[config.mk]
export PLATFORM = sky130hd
export DESIGN_NAME = dmaTop
export DESIGN_NICKNAME = d
export VERILOG_FILES = /design/src/dmaPkg.sv /design/src/busMaster.sv /design/src/csrSlave.sv /design/src/descStore.sv /design/src/dmaSequencer.sv /design/src/dmaTop.sv
export SDC_FILE = /design/constraint.sdc
export NUM_CORES = 1
export LEC_CHECK = 0
export ABC_AREA = 1
export BUFFER_PORTS_ARGS = -buffer_cell sky130_fd_sc_hd__buf_2
export CAP_MARGIN = 40
export CORE_MARGIN = 2
export CORE_UTILIZATION = 56
export CTS_BUF_LIST = sky130_fd_sc_hd__clkbuf_8 sky130_fd_sc_hd__clkbuf_16
export DETAILED_ROUTE_END_ITERATION = 7
export PLACE_DENSITY = 0.94
export REMOVE_ABC_BUFFERS = 1
export SLEW_MARGIN = 40
export SYNTH_ARGS = -nofsm -noshare
export SYNTH_HDL_FRONTEND = slang
export SYNTH_SLANG_ARGS = --single-unit
[constraint.sdc]
create_clock -name ACLK -period 9.35 [get_ports ACLK]
set_input_delay 0.4675 -clock ACLK [delete_from_list [all_inputs] [get_ports ACLK]]
set_output_delay 0.4675 -clock ACLK [all_outputs]
set_load 0.02 [all_outputs]
[src/dmaPkg.sv]
// Shared types and constants of the DMA engine imported by each RTL block and the testbench
package dmaPkg;

    // ========================================
    // Widths
    // ========================================
    typedef logic [31:0] addrT;
    typedef logic [31:0] dataT;
    typedef logic [7:0]  lenT;
    typedef logic [3:0]  strbT;

    // ========================================
    // Addresses and counts
    // ========================================
    localparam addrT DmaEnAddr    = 32'h1002_0100;
    localparam addrT DescBaseAddr = 32'h1002_0200;
    localparam int   DescWords    = 5;
    localparam strbT FullStrb     = 4'hf;

    // ========================================
    // Encodings
    // ========================================
    typedef enum logic [1:0] {Okay = 2'd0, SlvErr = 2'd2} respT;
    typedef enum logic [1:0] {Accept, WriteData, WriteResp} csrStateT;
    typedef enum logic [1:0] {Idle, Fetch, Copy, Wait} seqStateT;
    // Command kinds carry a prefix so they do not clash with the sequencer states
    typedef enum logic {CmdFetch, CmdCopy} cmdKindT;

    // Channel payloads
    typedef struct packed {addrT addr; lenT len;} addrChT;
    typedef struct packed {dataT data; strbT strb; logic last;} wBeatT;
    typedef struct packed {dataT data; respT resp; logic last;} rBeatT;

    typedef struct packed {
        cmdKindT kind;
        addrT    srcAddr;
        addrT    dstAddr;
        lenT     len;
    } busCmdT;

    typedef struct packed {
        addrT src;
        addrT dst;
        lenT  len;
        addrT next;
        logic eoc;
    } descT;

endpackage

[src/busMaster.sv]
// Bus master that runs one fetch or copy command at a time on the read and write channels
module busMaster import dmaPkg::*; (
    input  logic       ACLK,
    input  logic       ARESETn,
    input  busCmdT     cmd,
    input  logic       cmdValid,
    output logic       cmdReady,
    output logic       cmdDone,
    output addrChT     mAr,
    output logic       mArValid,
    input  logic       mArReady,
    output addrChT     mAw,
    output logic       mAwValid,
    input  logic       mAwReady,
    output wBeatT      mW,
    output logic       mWValid,
    input  logic       mWReady,
    input  rBeatT      mR,
    input  logic       mRValid,
    output logic       mRReady,
    input  respT       mBResp,
    input  logic       mBValid,
    output logic       mBReady,
    output dataT       descBeat,
    output logic       descWrite,
    output logic [2:0] descIndex
);

    busCmdT cur;
    logic   busy;
    logic   arPending;
    logic   awPending;
    logic   respWait;
    lenT    beatCnt;
    logic   isCopy;
    logic   dataPhase;
    logic   lastBeat;
    logic   rFire;

    assign isCopy    = (cur.kind == CmdCopy);
    assign dataPhase = busy && !arPending && !awPending && !respWait;
    assign lastBeat  = (beatCnt == cur.len);
    assign cmdReady  = !busy;

    // ========================================
    // Address phases
    // ========================================
    assign mAr      = '{addr: cur.srcAddr, len: cur.len};
    assign mAw      = '{addr: cur.dstAddr, len: cur.len};
    assign mArValid = arPending;
    assign mAwValid = awPending;

    // ========================================
    // Data phase
    // ========================================
    // A copy forwards each read beat, so a write stall holds the read side
    assign mRReady = dataPhase && (!isCopy || mWReady);
    assign mWValid = dataPhase && isCopy && mRValid;
    assign mW      = '{data: mR.data, strb: FullStrb, last: lastBeat};
    assign rFire   = mRValid && mRReady;

    // Fetch beats go to the descriptor store
    assign descBeat  = mR.data;
    assign descWrite = rFire && !isCopy;
    assign descIndex = beatCnt[2:0];

    // Completion comes from the beat count; an error code in
    // mR.resp or mBResp still ends the command normally
    assign mBReady = respWait;
    assign cmdDone = (descWrite && lastBeat) || (respWait && mBValid);

    always_ff @(posedge ACLK or negedge ARESETn) begin
        if (!ARESETn) begin
            busy      <= 1'b0;
            arPending <= 1'b0;
            awPending <= 1'b0;
            respWait  <= 1'b0;
            beatCnt   <= '0;
        end else if (!busy) begin
            if (cmdValid) begin
                busy      <= 1'b1;
                arPending <= 1'b1;
                awPending <= (cmd.kind == CmdCopy);
                respWait  <= 1'b0;
                beatCnt   <= '0;
            end
        end else begin
            if (mArValid && mArReady) arPending <= 1'b0;
            if (mAwValid && mAwReady) awPending <= 1'b0;
            if (rFire) begin
                beatCnt <= beatCnt + 1'b1;
                if (lastBeat) begin
                    if (isCopy) respWait <= 1'b1;
                    else busy <= 1'b0;
                end
            end
            if (respWait && mBValid) begin
                respWait <= 1'b0;
                busy     <= 1'b0;
            end
        end
    end

    // Command latch
    always_ff @(posedge ACLK) begin
        if (cmdValid && cmdReady) cur <= cmd;
    end

endmodule

[src/csrSlave.sv]
// Control-port write slave that holds the DMA enable bit set by software and cleared by the engine
module csrSlave import dmaPkg::*; (
    input  logic   ACLK,
    input  logic   ARESETn,
    input  addrChT sAw,
    input  logic   sAwValid,
    output logic   sAwReady,
    input  wBeatT  sW,
    input  logic   sWValid,
    output logic   sWReady,
    output respT   sBResp,
    output logic   sBValid,
    input  logic   sBReady,
    input  logic   chainDone,
    output logic   dmaEn
);

    csrStateT state;
    logic     addrHit;
    respT     resp;
    logic     awFire;
    logic     wFire;
    logic     writeOk;

    assign awFire  = sAwValid && sAwReady;
    assign wFire   = sWValid && sWReady;
    assign writeOk = addrHit && (sW.strb == FullStrb);

    // No new write while a chain is running
    assign sAwReady = (state == Accept) && !dmaEn;
    assign sWReady  = (state == WriteData);
    assign sBValid  = (state == WriteResp);
    assign sBResp   = resp;

    always_ff @(posedge ACLK or negedge ARESETn) begin
        if (!ARESETn) begin
            state   <= Accept;
            addrHit <= 1'b0;
            resp    <= Okay;
        end else begin
            unique case (state)
                Accept: begin
                    if (awFire) begin
                        addrHit <= (sAw.addr == DmaEnAddr);
                        state   <= WriteData;
                    end
                end
                WriteData: begin
                    if (wFire) begin
                        resp  <= writeOk ? Okay : SlvErr;
                        state <= WriteResp;
                    end
                end
                WriteResp: begin
                    if (sBReady) state <= Accept;
                end
                default: state <= Accept;
            endcase
        end
    end

    // Enable bit, self-cleared at the end of a chain
    always_ff @(posedge ACLK or negedge ARESETn) begin
        if (!ARESETn) begin
            dmaEn <= 1'b0;
        end else if (wFire && writeOk) begin
            dmaEn <= sW.data[0];
        end else if (chainDone) begin
            dmaEn <= 1'b0;
        end
    end

endmodule

[src/descStore.sv]
// Descriptor register file written beat by beat during a fetch and read by the sequencer
module descStore import dmaPkg::*; (
    input  logic       ACLK,
    input  logic       ARESETn,
    input  dataT       descBeat,
    input  logic       descWrite,
    input  logic [2:0] descIndex,
    output descT       desc
);

    // Beat order in memory
    // 0 source, 1 destination, 2 length, 3 next descriptor, 4 end of chain
    always_ff @(posedge ACLK or negedge ARESETn) begin
        if (!ARESETn) begin
            desc <= '0;
        end else if (descWrite) begin
            unique case (descIndex)
                3'd0: desc.src  <= descBeat;
                3'd1: desc.dst  <= descBeat;
                // Only beats minus one, low byte
                3'd2: desc.len  <= descBeat[7:0];
                3'd3: desc.next <= descBeat;
                3'd4: desc.eoc  <= descBeat[0];
                default: begin
                    // Beats past the fifth word are ignored
                    desc <= desc;
                end
            endcase
        end
    end

endmodule

[src/dmaSequencer.sv]
// Chain FSM that walks the descriptor list and hands fetch and copy commands to the bus master
module dmaSequencer import dmaPkg::*; (
    input  logic   ACLK,
    input  logic   ARESETn,
    input  logic   dmaEn,
    input  descT   desc,
    output busCmdT cmd,
    output logic   cmdValid,
    input  logic   cmdReady,
    input  logic   cmdDone,
    output logic   chainDone
);

    seqStateT state;
    logic     firstDesc;
    logic     cmdSent;
    addrT     fetchAddr;

    // First descriptor of a chain sits at the fixed base
    assign fetchAddr = firstDesc ? DescBaseAddr : desc.next;

    always_comb begin
        cmd = '0;
        if (state == Copy) begin
            cmd.kind    = CmdCopy;
            cmd.srcAddr = desc.src;
            cmd.dstAddr = desc.dst;
            cmd.len     = desc.len;
        end else begin
            cmd.kind    = CmdFetch;
            cmd.srcAddr = fetchAddr;
            cmd.len     = lenT'(DescWords - 1);
        end
    end

    assign cmdValid  = ((state == Fetch) || (state == Copy)) && !cmdSent;
    assign chainDone = (state == Wait) && desc.eoc;

    always_ff @(posedge ACLK or negedge ARESETn) begin
        if (!ARESETn) begin
            state     <= Idle;
            firstDesc <= 1'b1;
            cmdSent   <= 1'b0;
        end else begin
            unique case (state)
                Idle: begin
                    if (dmaEn) begin
                        state     <= Fetch;
                        firstDesc <= 1'b1;
                        cmdSent   <= 1'b0;
                    end
                end
                Fetch, Copy: begin
                    if (cmdValid && cmdReady) cmdSent <= 1'b1;
                    if (cmdDone) begin
                        cmdSent <= 1'b0;
                        if (state == Fetch) begin
                            state     <= Copy;
                            firstDesc <= 1'b0;
                        end else begin
                            state <= Wait;
                        end
                    end
                end
                // One cycle to decide between end of chain and next fetch
                Wait: state <= desc.eoc ? Idle : Fetch;
                default: state <= Idle;
            endcase
        end
    end

endmodule

[src/dmaTop.sv]
// Top level of the DMA engine joining the control slave, sequencer, descriptor store and bus master
module dmaTop import dmaPkg::*; (
    input  logic   ACLK,
    input  logic   ARESETn,
    // Control slave
    input  addrChT sAw,
    input  logic   sAwValid,
    output logic   sAwReady,
    input  wBeatT  sW,
    input  logic   sWValid,
    output logic   sWReady,
    output respT   sBResp,
    output logic   sBValid,
    input  logic   sBReady,
    // Memory master
    output addrChT mAr,
    output logic   mArValid,
    input  logic   mArReady,
    output addrChT mAw,
    output logic   mAwValid,
    input  logic   mAwReady,
    output wBeatT  mW,
    output logic   mWValid,
    input  logic   mWReady,
    input  rBeatT  mR,
    input  logic   mRValid,
    output logic   mRReady,
    input  respT   mBResp,
    input  logic   mBValid,
    output logic   mBReady
);

    logic       dmaEn;
    logic       chainDone;
    busCmdT     cmd;
    logic       cmdValid;
    logic       cmdReady;
    logic       cmdDone;
    dataT       descBeat;
    logic       descWrite;
    logic [2:0] descIndex;
    descT       desc;

    csrSlave u_csrSlave (
        .ACLK(ACLK), .ARESETn(ARESETn),
        .sAw(sAw), .sAwValid(sAwValid), .sAwReady(sAwReady),
        .sW(sW), .sWValid(sWValid), .sWReady(sWReady),
        .sBResp(sBResp), .sBValid(sBValid), .sBReady(sBReady),
        .chainDone(chainDone), .dmaEn(dmaEn)
    );

    dmaSequencer u_dmaSequencer (
        .ACLK(ACLK), .ARESETn(ARESETn),
        .dmaEn(dmaEn), .desc(desc),
        .cmd(cmd), .cmdValid(cmdValid), .cmdReady(cmdReady),
        .cmdDone(cmdDone), .chainDone(chainDone)
    );

    descStore u_descStore (
        .ACLK(ACLK), .ARESETn(ARESETn),
        .descBeat(descBeat), .descWrite(descWrite), .descIndex(descIndex),
        .desc(desc)
    );

    busMaster u_busMaster (
        .ACLK(ACLK), .ARESETn(ARESETn),
        .cmd(cmd), .cmdValid(cmdValid), .cmdReady(cmdReady), .cmdDone(cmdDone),
        .mAr(mAr), .mArValid(mArValid), .mArReady(mArReady),
        .mAw(mAw), .mAwValid(mAwValid), .mAwReady(mAwReady),
        .mW(mW), .mWValid(mWValid), .mWReady(mWReady),
        .mR(mR), .mRValid(mRValid), .mRReady(mRReady),
        .mBResp(mBResp), .mBValid(mBValid), .mBReady(mBReady),
        .descBeat(descBeat), .descWrite(descWrite), .descIndex(descIndex)
    );

endmodule

==> out/metrics.csv, run 1 <==
metric,value,unit
routed wire length,18100,µm
effective utilization at floorplan,0.569,
critical-path maximum fanout,46,
final-report hold violation count,0,
DRC,0,
status,finished clean,
post-CTS repair timing setup buffer count,0,
Worst Skew,0.0110,ns
core area,15100,µm²
Diodes inserted,0,
actual transition at the worst max-transition pin,0.718,ns
Via-to-Cell Ratio,5.28,
R2R Path End,u_busMaster.mAwValid,
CTS Buf Count,17,
grt met3 use,0.0488,
total vias in the final route,6108,
category of the worst setup path launch point,register,
post-layout minimum cycle time,2.69,ns
logic depth of the worst register-to-register path,8,
largest net degree at the start of global routing,78,
grt total ovfl,0,
average size of a mapped cell,10.7,µm²
global-route wire length before repair,28600,µm
launching point of the worst reg2reg path,u_dmaSequencer.state[0],
count of hold buffers inserted by post-cts repair,1,
power density relative to cell area,187,nW/µm²
startpoint of the worst setup timing path,u_dmaSequencer.state[0],
clock-pin slew on the worst setup and hold paths,0.07,ns
final weighted congestion of routability-driven global placement,0.854,
clock tree from TritonCTS,built,
ANT nets after route,0,
layer with the highest usage,met2,
kind of capture point of the worst setup path,register,
reported leakage power,4.79,nW
path type of the worst min-delay path,in2reg,
Clock Root Buffer,sky130_fd_sc_hd__clkbuf_16,
number of enable-type register cells in the synthesized netlist,73,
number of synthesized register bits,199,
Die H,128,µm
prevailing post-synth register cell,sky130_fd_sc_hd__dfrtp_1,
worst skew pair latency,0.42,ns
data arrival time of the critical path,3.01,ns
setup total negative slack,0,ns
level count of the clock H-tree,4,
met2 Usage GRT,0.384,
growth of design area from synthesis to finish,17.6,%
DR pass1 iterations,5,
clk sinks,199,
row cnt,45,
Total Routing Usage GR,0.225,
initial antenna violation count,0,
half-perimeter wire length after placement,11400,µm
post-cts repair resize count,0,
highest clock rate,0.372,GHz
most frequent standard cell in the layout excluding fill and tap cells,sky130_fd_sc_hd__buf_2,
vias in the first global route,5923,
most frequent cells in the layout,"sky130_fd_sc_hd__buf_2, sky130_fd_sc_hd__nand2_1, sky130_fd_sc_hd__dfrtp_1",
number of failing setup endpoints in the final timing report,0,
sequential area share after synthesis,0.623,
detailed router's first-iteration violation count,467,
async set-or-reset flop fraction in the synthesized netlist,0.633,
Peak supply drop,0.125,mV
worst slack after detailed placement,6.67,ns
max-slew violation total from the final report,0,
area of the mapped netlist,8580,µm²
unique cell type count in the Yosys netlist,42,
worst setup margin,6.66,ns
final clock period utilization by the worst path,0.288,
die outline width,128,µm
GRT met1 Usage,0.283,
proportion of layout cells with a drive suffix above 1,0.288,
critical path type,reg2reg,
setup slack of the most critical reg-to-reg path,6.66,ns
Nets,1089,
Ports,251,
"Core Util, Final",0.669,
required time of the critical path,9.67,ns
count of maximum capacitance violations,0,
Slew HR,0.521,
input/output buffers,200,
count of fill cells added during filler insertion,1079,
area enclosed by the die boundary,16300,µm²
per-cell routed wire length,15.7,µm
gate count of the mapped netlist,801,
Longest Clk Path Bufs,2,
Final Total Pwr,1.89,mW
RSZ-0062 raised after global routing,no,
Critical Path End,u_busMaster.mAwValid,
Syn. warnings,0,
[worst max-delay path, stage by stage (launching register included)]
cell	delay (ns)
sky130_fd_sc_hd__dfrtp_1	0.42
sky130_fd_sc_hd__inv_1	0.12
sky130_fd_sc_hd__ha_1	0.34
sky130_fd_sc_hd__inv_1	0.06
sky130_fd_sc_hd__or2_1	0.24
sky130_fd_sc_hd__nor2_4	0.45
sky130_fd_sc_hd__buf_4	0.64
sky130_fd_sc_hd__nor2_1	0.09
sky130_fd_sc_hd__a221oi_1	0.21
[cell type report]
class	count	area, µm²	area share
Sequential cell	199	5350	0.530
Clock inverter	12	196	0.0195
Multi-Input combinational cell	429	2330	0.231
Tap cell	188	235	0.0233
Inverter	100	375	0.0372
Timing Repair Buffer	208	1140	0.113
Clock buffer	20	467	0.0462
[logic make-up (layout without fill, tap and decap cells)]
kind of cell,after synthesis,in the layout,synth area share
AND/OR/NAND/NOR,244,244,0.123
flip-flops,199,199,0.623
buffers and inverters,176,340,0.108
AO/OA/AOI/OAI,165,165,0.125
adder cells (fa/ha/maj),10,10,0.0146
XOR/XNOR,4,4,0.00408
other,2,5,0.000875
multiplexers,1,1,0.00131
[metrics by stage]
| stage | cell area, µm² | std cells | hold slack, ns |
|---|---|---|---|
| 3_5_place_dp | 9400 | 1122 | 0.432 |
| 6_report | 10100 | 1156 | 0.218 |
| 3_3_place_gp | 9320 | 1119 | 0.423 |
| 5_1_grt | 10100 | 1156 | 0.219 |
| 2_1_floorplan | 8040 | 728 | 0.172 |
| 4_1_cts | 10100 | 1155 | 0.197 |
[cells in the mapped netlist, types with 2 or more instances]
cell                       count  area, µm²
sky130_fd_sc_hd__nand2_1     190        713
sky130_fd_sc_hd__dfrtp_1     125       3130
sky130_fd_sc_hd__inv_1        98        368
sky130_fd_sc_hd__edfxtp_1     73       2190
sky130_fd_sc_hd__buf_4        48        360
sky130_fd_sc_hd__o21ai_0      46        230
sky130_fd_sc_hd__o21ai_1      41        205
sky130_fd_sc_hd__a22o_1       29        254
sky130_fd_sc_hd__o21ai_2      27        236
sky130_fd_sc_hd__nor2_1       19       71.3
sky130_fd_sc_hd__nand3_1      13       65.1
sky130_fd_sc_hd__a21oi_1      11       55.1
sky130_fd_sc_hd__buf_6        11        124
sky130_fd_sc_hd__clkbuf_1     10       37.5
sky130_fd_sc_hd__ha_1         10        125
sky130_fd_sc_hd__nor4_1        6       37.5
sky130_fd_sc_hd__xnor2_1       4       35.0
sky130_fd_sc_hd__buf_2         3       15.0
sky130_fd_sc_hd__clkbuf_2      3       15.0
sky130_fd_sc_hd__nand3_4       3       52.6
sky130_fd_sc_hd__nor3_1        3       15.0
sky130_fd_sc_hd__o22a_1        3       26.3
sky130_fd_sc_hd__conb_1        2       7.51
sky130_fd_sc_hd__inv_2         2       7.51
sky130_fd_sc_hd__nand4_1       2       12.5
sky130_fd_sc_hd__o21a_1        2       15.0
sky130_fd_sc_hd__o31ai_1       2       15.0
[state kept, by name, summed over array words and instances (netlist names), 2 cells and up]
register              flops
u_descStore.desc        105
u_busMaster.mAr          40
u_busMaster.mAw          32
u_busMaster.beatCnt       8
u_csrSlave.state          2
u_dmaSequencer.state      2
[worst min path at each step]
stage,slack [ns],from,cells past startpoint,endpoint
final,0.22,mArReady,2,u_busMaster.mArValid
after global routing,0.22,mArReady,2,u_busMaster.mArValid
after CTS,0.20,mArReady,2,u_busMaster.mArValid
after detailed placement,0.43,ARESETn,1,u_descStore.desc[8]
after global placement,0.42,ARESETn,1,u_descStore.desc[80]
after floorplan,0.17,ARESETn,0,u_busMaster.beatCnt[0]
[per-layer routing]
metal	part of all wire	wire length (µm)
met2	0.51	9300
met5	0	0
met4	0.017	314
met3	0.055	990
met1	0.42	7530
[power by group]
group | total [mW] | switching [mW] | internal, mW
clock network | 0.810 | 0.313 | 0.497
logic | 0.148 | 0.0979 | 0.0500
registers | 0.934 | 0.0193 | 0.914
total | 1.89 | 0.430 | 1.46
(Power assumes the default switching activity.)
==> run 2, diff against run 1 <==
Settings changed: CORE_UTILIZATION 56 to 52, PLACE_DENSITY 0.94 to 0.89.
Clock period 9.35 ns to 2.8 ns, I/O delays scaled along.
==> run 2 against run 1 <==
- combinational power rose to 3.6 times the previous value
- final cell count rose by 4.4%
- core utilization fell by 2.9 points
- non-clock buffer count rose by 23
- maximum frequency rose by 21%
- clock skew fell by 0.0013 ns
==> out/metrics.csv, run 2 (synthesis gave the netlist of run 1 again) <==
metric,value,unit,change
status,finished clean,,unchanged
Nets,1112,,was 1089
row cnt,46,,was 45
Critical Path Slowest Stage Cell,sky130_fd_sc_hd__buf_4,,unchanged
post-layout minimum cycle time,2.22,ns,was 2.69 ns
most frequent cells in the layout,"sky130_fd_sc_hd__buf_2, sky130_fd_sc_hd__nand2_1, sky130_fd_sc_hd__dfrtp_1",,unchanged
core area,16000,µm²,was 15100 µm²
critical-path maximum fanout,35,,was 46
path type of the worst min-delay path,in2reg,,unchanged
worst skew pair latency,0.42,ns,about the same
Die H,132,µm,was 128 µm
list of cells traversed by the critical path,inv_1 > ha_1 > inv_1 > or2_1 > nor2_4 > buf_4 > o21ai_0 > o21ai_0 > inv_1,,was inv_1 > ha_1 > inv_1 > or2_1 > nor2_4 > buf_4 > nor2_1 > a221oi_1
DR pass1 iterations,4,,was 5
hold wc startpoint,mR[23],,was mArReady
Ports,251,,unchanged
RSZ-0062 raised after global routing,no,,unchanged
growth of design area from synthesis to finish,19.2,%,was 17.6%
number of placed instances with taps included,1153,,was 1122
clock tree from TritonCTS,built,,unchanged
filler-free cell count of the finished design,1207,,was 1156
Clock Root Buffer,sky130_fd_sc_hd__clkbuf_16,,unchanged
setup slack of the most critical reg-to-reg path,0.58,ns,was 6.66 ns
clk sinks,199,,unchanged
sink of the worst hold path,u_descStore.desc[61],,was u_busMaster.mArValid
most frequent standard cell in the layout excluding fill and tap cells,sky130_fd_sc_hd__buf_2,,unchanged
worst hold stages,3,,was 2
initial antenna violation count,0,,unchanged
setup total negative slack,0,ns,unchanged
clock-pin slew on the worst setup and hold paths,0.06,ns,was 0.07 ns
CTS Buf Count,17,,unchanged
global-route wire length before repair,30000,µm,was 28600 µm
DRC,0,,unchanged
kind of capture point of the worst setup path,register,,unchanged
net switching power,1.38,mW,was 0.430 mW
launching point of the worst reg2reg path,u_dmaSequencer.state[0],,unchanged
detailed router's first-iteration violation count,342,,was 467
final-report hold violation count,0,,unchanged
area enclosed by the die boundary,17500,µm²,was 16300 µm²
required time of the critical path,3.11,ns,was 9.67 ns
Longest Clk Path Bufs,2,,unchanged
category of the worst setup path launch point,register,,unchanged
post-cts repair resize count,0,,unchanged
critical path type,reg2reg,,unchanged
max-slew violation total from the final report,0,,unchanged
level count of the clock H-tree,4,,unchanged
grt total ovfl,0,,unchanged
R2R Path End,u_busMaster.beatCnt[7],,was u_busMaster.mAwValid
data arrival time of the critical path,2.53,ns,was 3.01 ns
Worst Skew,0.00972,ns,was 0.0110 ns
ANT nets after route,0,,unchanged
die outline width,132,µm,was 128 µm
Diodes inserted,0,,unchanged
switching share of total power,0.228,,was 0.227
logic depth of the worst register-to-register path,9,,was 8
Peak supply drop,0.397,mV,was 0.125 mV
largest net degree at the start of global routing,97,,was 78
final weighted congestion of routability-driven global placement,0.817,,was 0.854
actual transition at the worst max-transition pin,0.731,ns,was 0.718 ns
most numerous cell on the critical path,sky130_fd_sc_hd__inv_1,,unchanged
input/output buffers,200,,unchanged
effective utilization at floorplan,0.536,,was 0.569
highest clock rate,0.451,GHz,was 0.372 GHz
number of flip-flops in the largest register,105,,unchanged
Via-to-Cell Ratio,5.03,,was 5.28
count of maximum capacitance violations,0,,unchanged
per-cell routed wire length,15.0,µm,was 15.7 µm
reported leakage power,4.86,nW,was 4.79 nW
register containing the most flip-flops in the final layout,u_descStore.desc,,unchanged
proportion of layout cells with a drive suffix above 1,0.276,,was 0.288
Clock Power Share,0.394,,was 0.428
Logic pwr share,0.089,,was 0.078
half-perimeter wire length after placement,11300,µm,was 11400 µm
power density relative to cell area,589,nW/µm²,was 187 nW/µm²
Cell Int Power,4.65,mW,was 1.46 mW
delay of the slowest critical-path stage,0.44,ns,was 0.64 ns
sequential share of power,0.517,,was 0.494
number of failing setup endpoints in the final timing report,0,,unchanged
routed wire length,18200,µm,was 18100 µm
post-CTS repair timing setup buffer count,0,,unchanged
Slew HR,0.513,,was 0.521
final clock period utilization by the worst path,0.793,,was 0.288
total vias in the final route,6067,,was 6108
vias in the first global route,6102,,was 5923
count of hold buffers inserted by post-cts repair,22,,was 1
Total Routing Usage GR,0.215,,was 0.225
run 2: how the worst max path moves through the flow:
stage               slack, ns                     end                     from  depth (start not counted)
floorplan               -0.91  u_busMaster.beatCnt[4]  u_dmaSequencer.state[0]                          9
global placement         0.67  u_busMaster.beatCnt[7]  u_dmaSequencer.state[0]                          9
detailed placement       0.61  u_busMaster.beatCnt[7]  u_dmaSequencer.state[0]                          9
CTS                      0.59  u_busMaster.beatCnt[7]  u_dmaSequencer.state[0]                          9
global route             0.39  u_busMaster.beatCnt[7]  u_dmaSequencer.state[1]                          9
finish                   0.58  u_busMaster.beatCnt[7]  u_dmaSequencer.state[0]                          9
run 2: cell type report:
cell class                      instances  area (µm²)
Fill cell                            1269        5770
Sequential cell                       199        5350
Multi-Input combinational cell        429        2330
Timing Repair Buffer                  231        1340
Clock buffer                           18         439
Inverter                              100         375
Tap cell                              216         270
Clock inverter                         14         134
run 2: worst max-delay path: cells and delay by family, from the launching register on:
family / cells / cell delay, ns
AOI/OAI and AO/OA: 2 / 0.22
adders and majority gates: 1 / 0.35
buffers and inverters: 4 / 0.69
DFF: 1 / 0.43
and+or+nand+nor: 2 / 0.41
run 2: stage by stage:
| stage | utilization | setup slack (ns) | area, µm² | hold slack [ns] | power [mW] |
|---|---|---|---|---|---|
| floorplan | - | -0.913 | 8040 | -0.156 | 3.42 |
| global placement | 0.590 | 0.670 | 9440 | 0.294 | 3.63 |
| detailed placement | 0.590 | 0.607 | 9440 | 0.229 | 3.66 |
| CTS | 0.640 | 0.591 | 10200 | 0.000728 | 6.08 |
| global route | 0.640 | 0.387 | 10200 | 0.0116 | 6.27 |
| finish | 0.640 | 0.581 | 10200 | 0.0201 | 6.03 |
run 2: routing by layer:
layer | vias to the layer above | part of all wire | track usage
met5 | - | 0 | 0
met4 | 0 | 0.0046 | 0.0657
met3 | 6 | 0.060 | 0.0548
met2 | 192 | 0.52 | 0.370
met1 | 2935 | 0.42 | 0.269
li1 | 2934 | - | -
run 2: power groups by stage:
stage	Clock, mW	Sequential, mW	Combinational, mW
2_1_floorplan	0	3.17	0.248
3_3_place_gp	0	3.17	0.466
3_5_place_dp	0	3.17	0.487
4_1_cts	2.44	3.11	0.527
5_1_grt	2.56	3.12	0.589
6_report	2.38	3.12	0.534
==> run 3, diff against run 2 <==
Settings changed: ABC_AREA 1 to 0.
Clock period 2.8 ns to 2.1 ns, I/O delays scaled along.
==> run 3 against run 2 <==
- critical endpoint is now u_descStore.desc[72]
- combinational power decreased by 15%
- largest power group unchanged
- global-route usage decreased by 0.26 points
- synthesized cell count decreased by 27%
- critical path type unchanged
- largest cell class unchanged
- area after synthesis decreased by 0.86%
- core utilization increased by 2.5 points
- critical path depth decreased by 4
==> out/metrics.csv, run 3 <==
metric,value,unit,change
status,finished clean,,unchanged
share of the synthesized area in the top cell type,0.368,,was 0.364
max-slew violation total from the final report,0,,unchanged
gate count of the mapped netlist,583,,was 801
async set-or-reset flop fraction in the synthesized netlist,0.633,,unchanged
area of the mapped netlist,8510,µm²,was 8580 µm²
initial antenna violation count,0,,unchanged
cell type contributing the most total cell area after synthesis,sky130_fd_sc_hd__dfrtp_1,,unchanged
final-report hold violation count,0,,unchanged
number of flip-flops in the largest register,105,,unchanged
category of the worst setup path launch point,register,,unchanged
reported leakage power,4.85,nW,was 4.86 nW
half-perimeter wire length after placement,10900,µm,was 11300 µm
Critical Path Slowest Stage Cell,sky130_fd_sc_hd__or4b_4,,was sky130_fd_sc_hd__buf_4
global-route wire length before repair,29400,µm,was 30000 µm
final clock period utilization by the worst path,0.974,,was 0.793
data arrival time of the critical path,2.35,ns,was 2.53 ns
sequential area share after synthesis,0.628,,was 0.623
effective utilization at floorplan,0.534,,was 0.536
cell area after placement,9540,µm²,was 9440 µm²
Nets,936,,was 1112
"final std cell area, no fill",10600,µm²,was 10200 µm²
Peak supply drop,0.551,mV,was 0.397 mV
input/output buffers,200,,unchanged
logic depth of the worst register-to-register path,5,,was 9
actual transition at the worst max-transition pin,0.692,ns,was 0.731 ns
average size of a mapped cell,14.6,µm²,was 10.7 µm²
DR pass1 iterations,4,,unchanged
"Core Util, Final",0.664,,was 0.640
final weighted congestion of routability-driven global placement,0.814,,was 0.817
Worst Skew,0.0101,ns,was 0.00972 ns
Bufs and invs on worst path,1,,was 4
Diodes inserted,0,,unchanged
R2R Path End,u_descStore.desc[72],,was u_busMaster.beatCnt[7]
most area-consuming cells after synthesis,"sky130_fd_sc_hd__dfrtp_1, sky130_fd_sc_hd__edfxtp_1, sky130_fd_sc_hd__mux2_2",,"was sky130_fd_sc_hd__dfrtp_1, sky130_fd_sc_hd__edfxtp_1, sky130_fd_sc_hd__nand2_1"
grt total ovfl,0,,unchanged
Slew HR,0.539,,was 0.513
largest net degree at the start of global routing,127,,was 97
most frequent standard cell in the layout excluding fill and tap cells,sky130_fd_sc_hd__buf_2,,unchanged
detailed router's first-iteration violation count,323,,was 342
register containing the most flip-flops in the final layout,u_descStore.desc,,unchanged
required time of the critical path,2.41,ns,was 3.11 ns
delay of the slowest critical-path stage,0.59,ns,was 0.44 ns
core area,15900,µm²,was 16000 µm²
most frequent cells in the layout,"sky130_fd_sc_hd__buf_2, sky130_fd_sc_hd__dfrtp_1, sky130_fd_sc_hd__mux2_2",,"was sky130_fd_sc_hd__buf_2, sky130_fd_sc_hd__nand2_1, sky130_fd_sc_hd__dfrtp_1"
DRC,0,,unchanged
Clock Root Buffer,sky130_fd_sc_hd__clkbuf_16,,unchanged
"CP delay by family, top",simple AND/OR/NAND/NOR gates,,was buffers and inverters
number of synthesized register bits,199,,unchanged
level count of the clock H-tree,4,,unchanged
number of enable-type register cells in the synthesized netlist,73,,unchanged
post-layout minimum cycle time,2.04,ns,was 2.22 ns
Via-to-Cell Ratio,5.24,,was 5.03
number of failing setup endpoints in the final timing report,0,,unchanged
Hold Worst Slack,0.0238,ns,was 0.0201 ns
clock-pin slew on the worst setup and hold paths,0.07,ns,was 0.06 ns
worst skew pair latency,0.42,ns,about the same
launching point of the worst reg2reg path,u_busMaster.mArValid,,was u_dmaSequencer.state[0]
Die H,132,µm,about the same
proportion of layout cells with a drive suffix above 1,0.447,,was 0.276
critical-path maximum fanout,17,,was 35
per-cell routed wire length,17.5,µm,was 15.0 µm
total vias in the final route,5406,,was 6067
setup slack of the most critical reg-to-reg path,0.06,ns,was 0.58 ns
post-CTS repair timing setup buffer count,0,,unchanged
power density relative to cell area,725,nW/µm²,was 589 nW/µm²
area enclosed by the die boundary,17400,µm²,was 17500 µm²
list of cells traversed by the critical path,or4b_4 > nor3_4 > nand2_4 > buf_12 > mux2_4,,was inv_1 > ha_1 > inv_1 > or2_1 > nor2_4 > buf_4 > o21ai_0 > o21ai_0 > inv_1
clock tree from TritonCTS,built,,unchanged
die outline width,132,µm,about the same
sink of the worst hold path,u_descStore.desc[0],,was u_descStore.desc[61]
growth of design area from synthesis to finish,24.5,%,was 19.2%
most frequent cells after synthesis,"sky130_fd_sc_hd__dfrtp_1, sky130_fd_sc_hd__mux2_2, sky130_fd_sc_hd__edfxtp_1, sky130_fd_sc_hd__buf_4, sky130_fd_sc_hd__and2_1",,"was sky130_fd_sc_hd__nand2_1, sky130_fd_sc_hd__dfrtp_1, sky130_fd_sc_hd__inv_1, sky130_fd_sc_hd__edfxtp_1, sky130_fd_sc_hd__buf_4"
kind of capture point of the worst setup path,register,,unchanged
unique cell type count in the Yosys netlist,46,,was 42
hold wc startpoint,mR[3],,was mR[23]
RSZ-0062 raised after global routing,no,,unchanged
count of maximum capacitance violations,0,,unchanged
Total Routing Usage GR,0.212,,was 0.215
ANT nets after route,0,,unchanged
Syn. warnings,0,,unchanged
Longest Clk Path Bufs,2,,unchanged
prevailing post-synth register cell,sky130_fd_sc_hd__dfrtp_1,,unchanged
vias in the first global route,5766,,was 6102
cell with the most instances after synthesis,sky130_fd_sc_hd__dfrtp_1,,was sky130_fd_sc_hd__nand2_1
worst hold stages,2,,was 3
Ports,251,,unchanged
clk sinks,199,,unchanged
critical path type,reg2reg,,unchanged
highest clock rate,0.489,GHz,was 0.451 GHz
path type of the worst min-delay path,in2reg,,unchanged
CTS Buf Count,17,,unchanged
row cnt,46,,unchanged
routed wire length,18000,µm,was 18200 µm
==> run 3: changes by cell type after synthesis, sizes merged, moves of 10 or more <==
| cell | before | now |
|---|---|---|
| nand2 | 191 | 18 |
| inv | 100 | 12 |
| xor2 | 0 | 10 |
| o21ai | 114 | 10 |
| mux2 | 1 | 106 |
| and2 | 1 | 42 |
==> run 3: worst max-delay path by stage <==
stage / from / to / slack [ns] / cells after the start
floorplan: u_dmaSequencer.state[0] / u_dmaSequencer.cmdSent / -0.98 / 7
global placement: u_busMaster.mArValid / u_descStore.desc[32] / 0.10 / 5
detailed placement: u_busMaster.mArValid / u_descStore.desc[43] / 0.05 / 5
CTS: u_busMaster.mArValid / u_descStore.desc[46] / 0.05 / 5
global route: u_busMaster.mArValid / u_descStore.desc[72] / 0.004 / 5
finish: u_busMaster.mArValid / u_descStore.desc[72] / 0.06 / 5
==> run 3: final cells by class <==
cell class,count,area [µm²]
clock inverters,14,139
inverters,12,47.5
flip-flops and latches,199,5350
multi-input cells,307,2650
fillers,1115,5350
clock buffers,18,439
repair buffers,265,1700
well taps,216,270
==> run 3: metrics by stage <==
| step | power [mW] | TNS [ns] | instances | worst slack (ns) |
|---|---|---|---|---|
| after floorplan | 4.22 | -93.59 | 518 | -0.978 |
| final | 7.68 | 0 | 1031 | 0.0551 |
| after CTS | 7.73 | 0 | 1030 | 0.0489 |
| after global placement | 4.48 | 0 | 953 | 0.104 |
| after global routing | 7.95 | 0 | 1031 | 0.00430 |
| after detailed placement | 4.48 | 0 | 953 | 0.0514 |
==> run 3: routing by layer <==
metal | vias up | global-route usage | wire (µm)
li1 | 2468 | - | -
met2 | 189 | 0.379 | 9520
met3 | 23 | 0.0638 | 1100
met1 | 2726 | 0.246 | 7170
met4 | 0 | 0.0652 | 240
met5 | - | 0 | 0
==> run 3: where the power goes <==
part	switching, mW	internal, mW
combinational	0.263	0.192
sequential	0.0121	4.02
clock	1.41	1.78
==> run 3: worst reg2reg max path: stages (launching register included) <==
cell and delay [ns]:
sky130_fd_sc_hd__dfrtp_1 0.42, sky130_fd_sc_hd__or4b_4 0.59, sky130_fd_sc_hd__nor3_4 0.31, sky130_fd_sc_hd__nand2_4 0.12, sky130_fd_sc_hd__buf_12 0.18, sky130_fd_sc_hd__mux2_4 0.32
==> run 3: cells by family (layout without fill, tap and decap cells) <==
| group | count (synthesis) | after routing | share of synthesized area |
|---|---|---|---|
| AO/OA/AOI/OAI | 59 | 59 | 0.0515 |
| multiplexers | 108 | 108 | 0.150 |
| flip-flops | 199 | 199 | 0.628 |
| other | 2 | 5 | 0.000883 |
| XOR/XNOR | 12 | 12 | 0.0124 |
| adder cells (fa/ha/maj) | 10 | 10 | 0.0147 |
| AND/OR/NAND/NOR | 113 | 113 | 0.0787 |
| buffers and inverters | 80 | 309 | 0.0640 |
==> run 3: what timing repair did <==
item,4_1_cts,5_1_grt
endpoints found under the hold margin,229,0
resized for setup,0,4
endpoints found under the setup margin,0,42
hold buffers,45,0
